### config.mk
export PLATFORM = sky130hd
export DESIGN_NAME = core_complex_top
export DESIGN_NICKNAME = d
export VERILOG_FILES = /design/src/hw/cc_pkg.sv /design/src/hw/offload_switch.sv /design/src/hw/ssr_cfg_unit.sv /design/src/hw/data_router.sv /design/src/hw/core_complex_top.sv
export VERILOG_INCLUDE_DIRS = /design/src /design/src/hw
export SDC_FILE = /design/constraint.sdc
export NUM_CORES = 1
export LEC_CHECK = 0
export BUFFER_PORTS_ARGS = -buffer_cell sky130_fd_sc_hd__buf_4
export CAP_MARGIN = 10
export CORE_AREA = 2 2 288 290
export DETAILED_ROUTE_END_ITERATION = 10
export DIE_AREA = 0 0 290 292
export GPL_ROUTABILITY_DRIVEN = 0
export PLACE_DENSITY = 0.64
export SYNTH_ARGS = -nofsm -noshare
export SYNTH_HDL_FRONTEND = slang
export SYNTH_HIERARCHICAL = 1
export SYNTH_SLANG_ARGS = --single-unit
export TNS_END_PERCENT = 20
### constraint.sdc
create_clock -name clk_i -period 5.3 [get_ports clk_i]
set_input_delay 0.53 -clock clk_i [delete_from_list [all_inputs] [get_ports clk_i]]
set_output_delay 0.53 -clock clk_i [all_outputs]
set_load 0.05 [all_outputs]
### src/hw/cc_consts.svh
// ------------------------------------------------------------------------
// Core complex constants: bus widths, offload target count, SSR
// configuration register file shape and data route FIFO depth
// ------------------------------------------------------------------------

`ifndef CC_CONSTS_SVH
`define CC_CONSTS_SVH

// Data bus
`define CC_ADDR_WIDTH 32
`define CC_DATA_WIDTH 32

// Offload interface
`define CC_ID_WIDTH 5
`define CC_NUM_TARGETS 3
`define CC_TARGET_SSR 2

// SSR configuration space, data movers by registers
`define CC_SSR_NUM_DM 2
`define CC_SSR_NUM_REGS 8

// Data routing
`define CC_TCDM_ADDR_WIDTH 17
`define CC_ROUTE_DEPTH 4

`endif

### src/hw/cc_pkg.sv
// ------------------------------------------------------------------------
// Core complex types: vector typedefs, offload operation and slot state
// enums, offload and data port request/response structs
// ------------------------------------------------------------------------

`include "cc_consts.svh"

package cc_pkg;

  // Plain vectors
  typedef logic [`CC_ADDR_WIDTH-1:0]           addr_t;
  typedef logic [`CC_DATA_WIDTH-1:0]           data_t;
  typedef logic [`CC_DATA_WIDTH/8-1:0]         strb_t;
  typedef logic [`CC_ID_WIDTH-1:0]             acc_id_t;
  typedef logic [$clog2(`CC_NUM_TARGETS)-1:0]  target_t;
  // Bits 4:0 data mover, bits 11:5 register
  typedef logic [11:0]                         cfg_word_t;

  // SSR configuration operations
  typedef enum logic [1:0] {
    OP_SCFGR  = 2'd0,
    OP_SCFGW  = 2'd1,
    OP_SCFGRI = 2'd2,
    OP_SCFGWI = 2'd3
  } acc_op_e;

  // Offload request and response
  typedef struct packed {
    target_t   target;
    acc_id_t   id;
    acc_op_e   op;
    cfg_word_t imm;
    data_t     arga;
    data_t     argb;
  } acc_req_t;

  typedef struct packed {
    acc_id_t id;
    logic    error;
    data_t   data;
  } acc_rsp_t;

  // Data port request and response
  typedef struct packed {
    addr_t addr;
    logic  write;
    data_t wdata;
    strb_t strb;
  } dreq_t;

  typedef struct packed {
    data_t rdata;
    logic  error;
  } drsp_t;

  typedef enum logic {
    SLOT_EMPTY = 1'b0,
    SLOT_FULL  = 1'b1
  } slot_state_e;

endpackage

### src/hw/offload_switch.sv
// ------------------------------------------------------------------------
// Offload switch: request demux by target index and round-robin
// response arbiter into a one-entry output register
// ------------------------------------------------------------------------

`include "cc_consts.svh"

module offload_switch (
  input  logic                                     clk_i,
  input  logic                                     rst_ni,
  // Core request
  input  cc_pkg::acc_req_t                         core_req_i,
  input  logic                                     core_q_valid_i,
  output logic                                     core_q_ready_o,
  // Core response
  output cc_pkg::acc_rsp_t                         core_rsp_o,
  output logic                                     core_p_valid_o,
  input  logic                                     core_p_ready_i,
  // Target request handshake, payload is shared
  output logic             [`CC_NUM_TARGETS-1:0]   tgt_q_valid_o,
  input  logic             [`CC_NUM_TARGETS-1:0]   tgt_q_ready_i,
  // Target responses
  input  cc_pkg::acc_rsp_t [`CC_NUM_TARGETS-1:0]   tgt_rsp_i,
  input  logic             [`CC_NUM_TARGETS-1:0]   tgt_p_valid_i,
  output logic             [`CC_NUM_TARGETS-1:0]   tgt_p_ready_o
);

  import cc_pkg::*;

  localparam int unsigned NumTargets = `CC_NUM_TARGETS;

  // Round-robin state and grant
  target_t  rr_q;
  target_t  gnt_idx;
  logic     gnt_found;

  // Output register
  acc_rsp_t rsp_q;
  logic     rsp_valid_q;
  logic     rsp_load;

  // ------------------------------------------------------------------------
  // Request demux
  // ------------------------------------------------------------------------

  // Unknown target index falls through with ready high and is dropped
  always_comb begin
    tgt_q_valid_o  = '0;
    core_q_ready_o = 1'b1;
    for (int unsigned i = 0; i < NumTargets; i++) begin
      if (core_req_i.target == target_t'(i)) begin
        tgt_q_valid_o[i] = core_q_valid_i;
        core_q_ready_o   = tgt_q_ready_i[i];
      end
    end
  end

  // ------------------------------------------------------------------------
  // Response arbiter
  // ------------------------------------------------------------------------

  // Search starts at the pointer and wraps around
  always_comb begin
    int unsigned cand;
    gnt_found = 1'b0;
    gnt_idx   = '0;
    cand      = 0;
    for (int unsigned i = 0; i < NumTargets; i++) begin
      cand = (int'(rr_q) + i) % NumTargets;
      if (!gnt_found && tgt_p_valid_i[cand]) begin
        gnt_found = 1'b1;
        gnt_idx   = target_t'(cand);
      end
    end
  end

  // Register takes a new entry when empty or draining this cycle
  assign rsp_load = !rsp_valid_q || core_p_ready_i;

  always_comb begin
    tgt_p_ready_o = '0;
    if (rsp_load && gnt_found) begin
      tgt_p_ready_o[gnt_idx] = 1'b1;
    end
  end

  always_ff @(posedge clk_i) begin
    if (rst_ni) begin
      rsp_valid_q <= 1'b0;
      rsp_q       <= '0;
      rr_q        <= '0;
    end else if (rsp_load) begin
      rsp_valid_q <= gnt_found;
      if (gnt_found) begin
        rsp_q <= tgt_rsp_i[gnt_idx];
        // Next search begins just after the winner
        if (gnt_idx == target_t'(NumTargets - 1)) begin
          rr_q <= '0;
        end else begin
          rr_q <= gnt_idx + 1'b1;
        end
      end
    end
  end

  assign core_rsp_o     = rsp_q;
  assign core_p_valid_o = rsp_valid_q;

endmodule

### src/hw/ssr_cfg_unit.sv
// ------------------------------------------------------------------------
// SSR configuration unit: operation decode, configuration register
// file and one-entry response slot
// ------------------------------------------------------------------------

`include "cc_consts.svh"

module ssr_cfg_unit (
  input  logic             clk_i,
  input  logic             rst_ni,
  // Offload request
  input  cc_pkg::acc_req_t req_i,
  input  logic             q_valid_i,
  output logic             q_ready_o,
  // Offload response
  output cc_pkg::acc_rsp_t rsp_o,
  output logic             p_valid_o,
  input  logic             p_ready_i
);

  import cc_pkg::*;

  localparam int unsigned NumDm   = `CC_SSR_NUM_DM;
  localparam int unsigned NumRegs = `CC_SSR_NUM_REGS;
  localparam int unsigned NumCfg  = NumDm * NumRegs;
  localparam int unsigned IdxW    = $clog2(NumCfg);

  // Decode
  cfg_word_t       word;
  logic [4:0]      dm_sel;
  logic [6:0]      reg_sel;
  logic            in_range;
  logic            is_write;
  logic [IdxW-1:0] cfg_idx;
  data_t           rdata;
  logic            accept;

  // State
  data_t [NumCfg-1:0] cfg_q;
  slot_state_e        slot_q;
  acc_rsp_t           rsp_q;

  // ------------------------------------------------------------------------
  // Operation decode
  // ------------------------------------------------------------------------

  // Immediate forms carry the word index in the instruction
  assign word = (req_i.op == OP_SCFGRI || req_i.op == OP_SCFGWI) ? req_i.imm
                                                                  : req_i.argb[11:0];
  assign is_write = (req_i.op == OP_SCFGW) || (req_i.op == OP_SCFGWI);

  assign dm_sel   = word[4:0];
  assign reg_sel  = word[11:5];
  assign in_range = (int'(dm_sel) < NumDm) && (int'(reg_sel) < NumRegs);
  assign cfg_idx  = IdxW'(int'(dm_sel) * NumRegs + int'(reg_sel));

  // Old value, zero outside the register file
  assign rdata = in_range ? cfg_q[cfg_idx] : '0;

  // ------------------------------------------------------------------------
  // Register file and response slot
  // ------------------------------------------------------------------------

  assign q_ready_o = (slot_q == SLOT_EMPTY) || p_ready_i;
  assign accept    = q_valid_i && q_ready_o;

  always_ff @(posedge clk_i) begin
    if (rst_ni) begin
      slot_q <= SLOT_EMPTY;
      rsp_q  <= '0;
      cfg_q  <= '0;
    end else begin
      if (accept) begin
        slot_q      <= SLOT_FULL;
        // Writes return id 0 so the core skips the write-back
        rsp_q.id    <= is_write ? acc_id_t'(0) : req_i.id;
        rsp_q.error <= 1'b0;
        rsp_q.data  <= rdata;
        if (is_write && in_range) begin
          cfg_q[cfg_idx] <= req_i.arga;
        end
      end else if (p_ready_i) begin
        slot_q <= SLOT_EMPTY;
      end
    end
  end

  assign rsp_o     = rsp_q;
  assign p_valid_o = (slot_q == SLOT_FULL);

endmodule

### src/hw/data_router.sv
// ------------------------------------------------------------------------
// Data router: TCDM window decode, request steering to TCDM or SoC
// and in-order response return through a route FIFO
// ------------------------------------------------------------------------

`include "cc_consts.svh"

module data_router (
  input  logic          clk_i,
  input  logic          rst_ni,
  input  cc_pkg::addr_t tcdm_base_i,
  // Core data port
  input  cc_pkg::dreq_t core_req_i,
  input  logic          core_q_valid_i,
  output logic          core_q_ready_o,
  output cc_pkg::drsp_t core_rsp_o,
  output logic          core_p_valid_o,
  input  logic          core_p_ready_i,
  // SoC port
  output cc_pkg::dreq_t soc_req_o,
  output logic          soc_q_valid_o,
  input  logic          soc_q_ready_i,
  input  cc_pkg::drsp_t soc_rsp_i,
  input  logic          soc_p_valid_i,
  output logic          soc_p_ready_o,
  // TCDM port
  output cc_pkg::dreq_t tcdm_req_o,
  output logic          tcdm_q_valid_o,
  input  logic          tcdm_q_ready_i,
  input  cc_pkg::drsp_t tcdm_rsp_i,
  input  logic          tcdm_p_valid_i,
  output logic          tcdm_p_ready_o
);

  import cc_pkg::*;

  localparam int unsigned Depth = `CC_ROUTE_DEPTH;
  localparam int unsigned PtrW  = $clog2(Depth);
  localparam addr_t WinMask = {`CC_ADDR_WIDTH{1'b1}} << `CC_TCDM_ADDR_WIDTH;

  logic               to_tcdm;
  logic               push;
  logic               pop;
  logic               full;
  logic               empty;
  logic               head;
  // One bit per outstanding request, high for TCDM
  logic [Depth-1:0]   route_q;
  logic [PtrW-1:0]    wr_ptr_q;
  logic [PtrW-1:0]    rd_ptr_q;
  logic [PtrW:0]      count_q;

  // Window test on the high address bits
  assign to_tcdm = (core_req_i.addr & WinMask) == (tcdm_base_i & WinMask);

  // Request steering, stalled while the route FIFO is full
  assign full           = (count_q == (PtrW + 1)'(Depth));
  assign soc_req_o      = core_req_i;
  assign tcdm_req_o     = core_req_i;
  assign soc_q_valid_o  = core_q_valid_i && !full && !to_tcdm;
  assign tcdm_q_valid_o = core_q_valid_i && !full && to_tcdm;
  assign core_q_ready_o = !full && (to_tcdm ? tcdm_q_ready_i : soc_q_ready_i);
  assign push           = core_q_valid_i && core_q_ready_o;

  // Response return from the port at the FIFO head only
  assign empty          = (count_q == '0);
  assign head           = route_q[rd_ptr_q];
  assign core_rsp_o     = head ? tcdm_rsp_i : soc_rsp_i;
  assign core_p_valid_o = !empty && (head ? tcdm_p_valid_i : soc_p_valid_i);
  assign soc_p_ready_o  = !empty && !head && core_p_ready_i;
  assign tcdm_p_ready_o = !empty && head && core_p_ready_i;
  assign pop            = core_p_valid_o && core_p_ready_i;

  // ------------------------------------------------------------------------
  // Route FIFO
  // ------------------------------------------------------------------------

  always_ff @(posedge clk_i) begin
    if (rst_ni) begin
      route_q  <= '0;
      wr_ptr_q <= '0;
      rd_ptr_q <= '0;
      count_q  <= '0;
    end else begin
      if (push) begin
        route_q[wr_ptr_q] <= to_tcdm;
        wr_ptr_q          <= wr_ptr_q + 1'b1;
      end
      if (pop) begin
        rd_ptr_q <= rd_ptr_q + 1'b1;
      end
      if (push && !pop) begin
        count_q <= count_q + 1'b1;
      end else if (pop && !push) begin
        count_q <= count_q - 1'b1;
      end
    end
  end

endmodule

### src/hw/core_complex_top.sv
// ------------------------------------------------------------------------
// Core complex fabric top: offload switch, SSR configuration unit
// and data router
// ------------------------------------------------------------------------

`include "cc_consts.svh"

module core_complex_top (
  input  logic                                   clk_i,
  input  logic                                   rst_ni,
  input  cc_pkg::addr_t                          tcdm_base_i,
  // Core offload port
  input  cc_pkg::acc_req_t                       core_req_i,
  input  logic                                   core_q_valid_i,
  output logic                                   core_q_ready_o,
  output cc_pkg::acc_rsp_t                       core_rsp_o,
  output logic                                   core_p_valid_o,
  input  logic                                   core_p_ready_i,
  // Core data port
  input  cc_pkg::dreq_t                          data_req_i,
  input  logic                                   data_q_valid_i,
  output logic                                   data_q_ready_o,
  output cc_pkg::drsp_t                          data_rsp_o,
  output logic                                   data_p_valid_o,
  input  logic                                   data_p_ready_i,
  // External accelerators, 0 is the FPU and 1 the shared muldiv
  output cc_pkg::acc_req_t [`CC_TARGET_SSR-1:0]  acc_req_o,
  output logic             [`CC_TARGET_SSR-1:0]  acc_q_valid_o,
  input  logic             [`CC_TARGET_SSR-1:0]  acc_q_ready_i,
  input  cc_pkg::acc_rsp_t [`CC_TARGET_SSR-1:0]  acc_rsp_i,
  input  logic             [`CC_TARGET_SSR-1:0]  acc_p_valid_i,
  output logic             [`CC_TARGET_SSR-1:0]  acc_p_ready_o,
  // SoC memory port
  output cc_pkg::dreq_t                          soc_req_o,
  output logic                                   soc_q_valid_o,
  input  logic                                   soc_q_ready_i,
  input  cc_pkg::drsp_t                          soc_rsp_i,
  input  logic                                   soc_p_valid_i,
  output logic                                   soc_p_ready_o,
  // TCDM port
  output cc_pkg::dreq_t                          tcdm_req_o,
  output logic                                   tcdm_q_valid_o,
  input  logic                                   tcdm_q_ready_i,
  input  cc_pkg::drsp_t                          tcdm_rsp_i,
  input  logic                                   tcdm_p_valid_i,
  output logic                                   tcdm_p_ready_o
);

  import cc_pkg::*;

  // Target side of the switch, SSR unit sits above the external ports
  logic     [`CC_NUM_TARGETS-1:0] tgt_q_valid;
  logic     [`CC_NUM_TARGETS-1:0] tgt_q_ready;
  acc_rsp_t [`CC_NUM_TARGETS-1:0] tgt_rsp;
  logic     [`CC_NUM_TARGETS-1:0] tgt_p_valid;
  logic     [`CC_NUM_TARGETS-1:0] tgt_p_ready;

  // Request payload is shared by all targets
  assign acc_req_o     = {`CC_TARGET_SSR{core_req_i}};
  assign acc_q_valid_o = tgt_q_valid[`CC_TARGET_SSR-1:0];
  assign acc_p_ready_o = tgt_p_ready[`CC_TARGET_SSR-1:0];

  assign tgt_q_ready[`CC_TARGET_SSR-1:0] = acc_q_ready_i;
  assign tgt_rsp[`CC_TARGET_SSR-1:0]     = acc_rsp_i;
  assign tgt_p_valid[`CC_TARGET_SSR-1:0] = acc_p_valid_i;

  offload_switch i_offload_switch (
    .clk_i          (clk_i),
    .rst_ni         (rst_ni),
    .core_req_i     (core_req_i),
    .core_q_valid_i (core_q_valid_i),
    .core_q_ready_o (core_q_ready_o),
    .core_rsp_o     (core_rsp_o),
    .core_p_valid_o (core_p_valid_o),
    .core_p_ready_i (core_p_ready_i),
    .tgt_q_valid_o  (tgt_q_valid),
    .tgt_q_ready_i  (tgt_q_ready),
    .tgt_rsp_i      (tgt_rsp),
    .tgt_p_valid_i  (tgt_p_valid),
    .tgt_p_ready_o  (tgt_p_ready)
  );

  ssr_cfg_unit i_ssr_cfg_unit (
    .clk_i     (clk_i),
    .rst_ni    (rst_ni),
    .req_i     (core_req_i),
    .q_valid_i (tgt_q_valid[`CC_TARGET_SSR]),
    .q_ready_o (tgt_q_ready[`CC_TARGET_SSR]),
    .rsp_o     (tgt_rsp[`CC_TARGET_SSR]),
    .p_valid_o (tgt_p_valid[`CC_TARGET_SSR]),
    .p_ready_i (tgt_p_ready[`CC_TARGET_SSR])
  );

  data_router i_data_router (
    .clk_i          (clk_i),
    .rst_ni         (rst_ni),
    .tcdm_base_i    (tcdm_base_i),
    .core_req_i     (data_req_i),
    .core_q_valid_i (data_q_valid_i),
    .core_q_ready_o (data_q_ready_o),
    .core_rsp_o     (data_rsp_o),
    .core_p_valid_o (data_p_valid_o),
    .core_p_ready_i (data_p_ready_i),
    .soc_req_o      (soc_req_o),
    .soc_q_valid_o  (soc_q_valid_o),
    .soc_q_ready_i  (soc_q_ready_i),
    .soc_rsp_i      (soc_rsp_i),
    .soc_p_valid_i  (soc_p_valid_i),
    .soc_p_ready_o  (soc_p_ready_o),
    .tcdm_req_o     (tcdm_req_o),
    .tcdm_q_valid_o (tcdm_q_valid_o),
    .tcdm_q_ready_i (tcdm_q_ready_i),
    .tcdm_rsp_i     (tcdm_rsp_i),
    .tcdm_p_valid_i (tcdm_p_valid_i),
    .tcdm_p_ready_o (tcdm_p_ready_o)
  );

endmodule

==> run summary <==
Post-synthesis register bit count - 602
Num Clock Sinks - 602
Quantity of gates resized following cts - 0
WHS - 0.228 ns
Reg2Reg Depth - 13
Area contributors post-synth - dfxtp_1, mux2i_1, nand2b_1
RSZ-0062 raised after global routing - no
Die height - 292 um
P&R area growth vs syn - 13.0%
CP top delay family - compound AO/OA/AOI/OAI gates
Outcome - finished clean
FF-to-FF End - i_ssr_cfg_unit/cfg_q[258]
DIE WIDTH - 290 um
Routed WL per cell - 26.0 um
Layout cell share with drive strength beyond 1 - 0.260
CP max-delay cell - a21oi_4
Fin crit period - 4.25 ns
CP arrival - 4.69 ns
Worst Tran Pin Value - 1.11 ns
Reg clk slew, reported paths - 0.06 ns
Die ar. - 0.0847 sq mm
Slowest stage delay, CP - 0.60 ns
CTS tree - yes
Max_cap viols - 0
Internal power - 0.00855 W
Cts bufs inserted - 67
Async SR Flop Fraction - 0
Mean area per synthesized cell - 10.2 sq um
Global-route wire length before repair - 158 mm
Slew HR - 0.259
Overall Power - 0.0127 W
Distinct cells, synth - 70
Drc violations - 0
Clock Skew - 0.0276 ns
Final setup TNS - 0 ns
Port bufs - 493
Register area share after synthesis - 0.380
VDD IR-drop max - 0.231 mV
Logic pwr share - 0.246
Clock Path Buffers - 3
Grt total ovfl - 0
Commonest cells in the netlist - mux2i_1, dfxtp_1, nand2b_1
Detailed Route WL - 111 mm
Fillers - 7752
Critical path endpoint category - flop
Sequential power share - 0.380
Psw - 0.00414 W
Synth warnings - 6
Final #Nets - 3492
WP buf/inv - 3
Synth Flop Type - dfxtp_1
Initial antenna violation count - 3
Post-detail-place hpwl - 77.4 mm
Tcrit/Tclk final - 0.802
EDFF count, synth - 0
Worst EP required - 5.74 ns
WHS Endpoint - i_offload_switch/core_rsp_o[24]
Clock network fraction of design power - 0.375
Largest net degree at the start of global routing - 117
Top-count cell post-synth - mux2i_1
Routed Antenna Nets - 0
Mapped Area - 0.0317 sq mm
Min-delay src - acc_rsp_i[62]
Core area - 0.0816 sq mm
Hold Path Class - input pin to flop
Via density - 5.32
Mapped Cells - 3114
CTS Root Cell - clkbuf_16
Clk Latency, worst-skew pair - 0.61 ns
Rows - 105
Largest area contributor in the netlist - dfxtp_1
Net count after synthesis - 3465
Post-CTS Setup Bufs - 0
LEAKAGE - 16.3 nW
Share of the synthesized area in the top cell type - 0.380
CP Launch Type - flop
Final Max Slew Viols - 0
R2r setup slk - 1.05 ns
Hold_buf cts - 0
FMAX - 0.235 GHz
Switching part of the total - 0.326
PD cells - 354 mW/mm^2
Vias - 22700
Worst-path cell chain - inv_1 -> ha_1 -> mux2i_1 -> o21a_1 -> a31o_2 -> nor2_1 -> nand2b_1 -> nand2_1 -> a21oi_4 -> buf_4 -> nand3_4 -> buf_4 -> mux2i_1
FF-to-FF Start - i_offload_switch/rr_q[0]
Gr usage total - 0.253
Hold Path Cell Cnt - 3
H-tree Lvls - 3
Initial Util - 0.389
Worst setup path category - flop to flop
Io pins - 733
Hold violation count in the final report - 0
Worst-path maximum fanout - 15
Starting DRT DRC Count - 1632
Drt pass-1 iters - 5
# setup viols final - 0
Vias in the first global route - 22000
==> placed cells by master, fill, tap and decap left out, drive strengths merged, types with 33 or more instances in the layout <==
| master | netlist | layout |
|---|---|---|
| a211oi | 42 | 42 |
| a221oi | 38 | 38 |
| a32oi | 65 | 65 |
| buf | 430 | 554 |
| clkbuf | 166 | 101 |
| dfxtp | 602 | 602 |
| mux2 | 36 | 36 |
| mux2i | 617 | 617 |
| mux4 | 65 | 65 |
| nand2 | 176 | 176 |
| nand2b | 551 | 551 |
| nand4 | 33 | 33 |
| nor2 | 72 | 72 |
| o211ai | 71 | 71 |
==> cell type report <==
type / instances / area (sq um) / share of cell area
diodes: 4 / 10.0 / 0.000279
multi-input cells: 1905 / 15900 / 0.443
clock inverters: 18 / 230 / 0.00643
repair buffers: 554 / 4250 / 0.119
inverters: 11 / 41.3 / 0.00115
well taps: 1070 / 1340 / 0.0374
clock buffers: 101 / 2020 / 0.0563
flip-flops and latches: 602 / 12100 / 0.336
==> power by group through the flow <==
| stage | Clock (W) | Sequential, W | Combinational (W) |
|---|---|---|---|
| finish | 0.00475 | 0.00482 | 0.00312 |
| global route | 0.00504 | 0.00484 | 0.00327 |
| CTS | 0.00484 | 0.00482 | 0.00311 |
| detailed placement | 0 | 0.00492 | 0.00311 |
| global placement | 0 | 0.00492 | 0.00310 |
| floorplan | 0 | 0.00543 | 0.00201 |
==> metal layers <==
layer  track usage  wire length [um]
met1         0.307             45500
met2         0.379             47800
met3         0.112             11300
met4         0.127              6000
met5        0.0335               399
==> cell families (layout without fill, tap and decap cells) <==
logic type      Yosys count  in the layout  synth area share
simple gates            893            893             0.163
mux                     718            718             0.255
buf+inv                 607            684             0.122
flops                   602            602             0.380
compound gates          263            263            0.0703
xor+xnor                 21             21           0.00580
fa+ha+maj                 9              9           0.00379
other cells               1              5          0.000118
==> tightest hold or removal path, cell delays in order <==
cell and delay (ns):
buf_4 0.11, o211ai_1 0.08, a211oi_1 0.07
==> through the flow <==
stage	worst slack, ns	utilization	cell area, sq um	cells
2_1_floorplan	2.13	-	31700	3114
3_3_place_gp	1.06	0.412	33600	4142
3_5_place_dp	1.02	0.412	33600	4142
5_1_grt	0.838	0.439	35800	4261
6_report	1.05	0.439	35800	4265
4_1_cts	1.01	0.439	35800	4261
==> registers in the layout, summed over array words and instances, names as in the netlist <==
name                             flops
i_ssr_cfg_unit/cfg_q               512
i_offload_switch/core_rsp_o         38
i_ssr_cfg_unit/rsp_o                37
i_data_router/route_q                4
i_data_router/count_q                3
i_data_router/rd_ptr_q               2
i_data_router/wr_ptr_q               2
i_offload_switch/rr_q                2
i_offload_switch/core_p_valid_o      1
i_ssr_cfg_unit/p_valid_o             1
==> worst max path at each step <==
| stage | depth (start not counted) | slack (ns) | start | to |
|---|---|---|---|---|
| finish | 13 | 1.05 | i_offload_switch/rr_q[0] | i_ssr_cfg_unit/cfg_q[258] |
| detailed placement | 13 | 1.02 | i_offload_switch/rr_q[0] | i_ssr_cfg_unit/cfg_q[144] |
| floorplan | 11 | 2.13 | i_offload_switch/rr_q[0] | core_q_ready_o |
| global placement | 13 | 1.06 | i_offload_switch/rr_q[0] | i_ssr_cfg_unit/cfg_q[137] |
| global route | 13 | 0.84 | i_offload_switch/rr_q[0] | i_ssr_cfg_unit/cfg_q[208] |
| CTS | 13 | 1.01 | i_offload_switch/rr_q[0] | i_ssr_cfg_unit/cfg_q[147] |
Power figures use the tool's default switching activity.
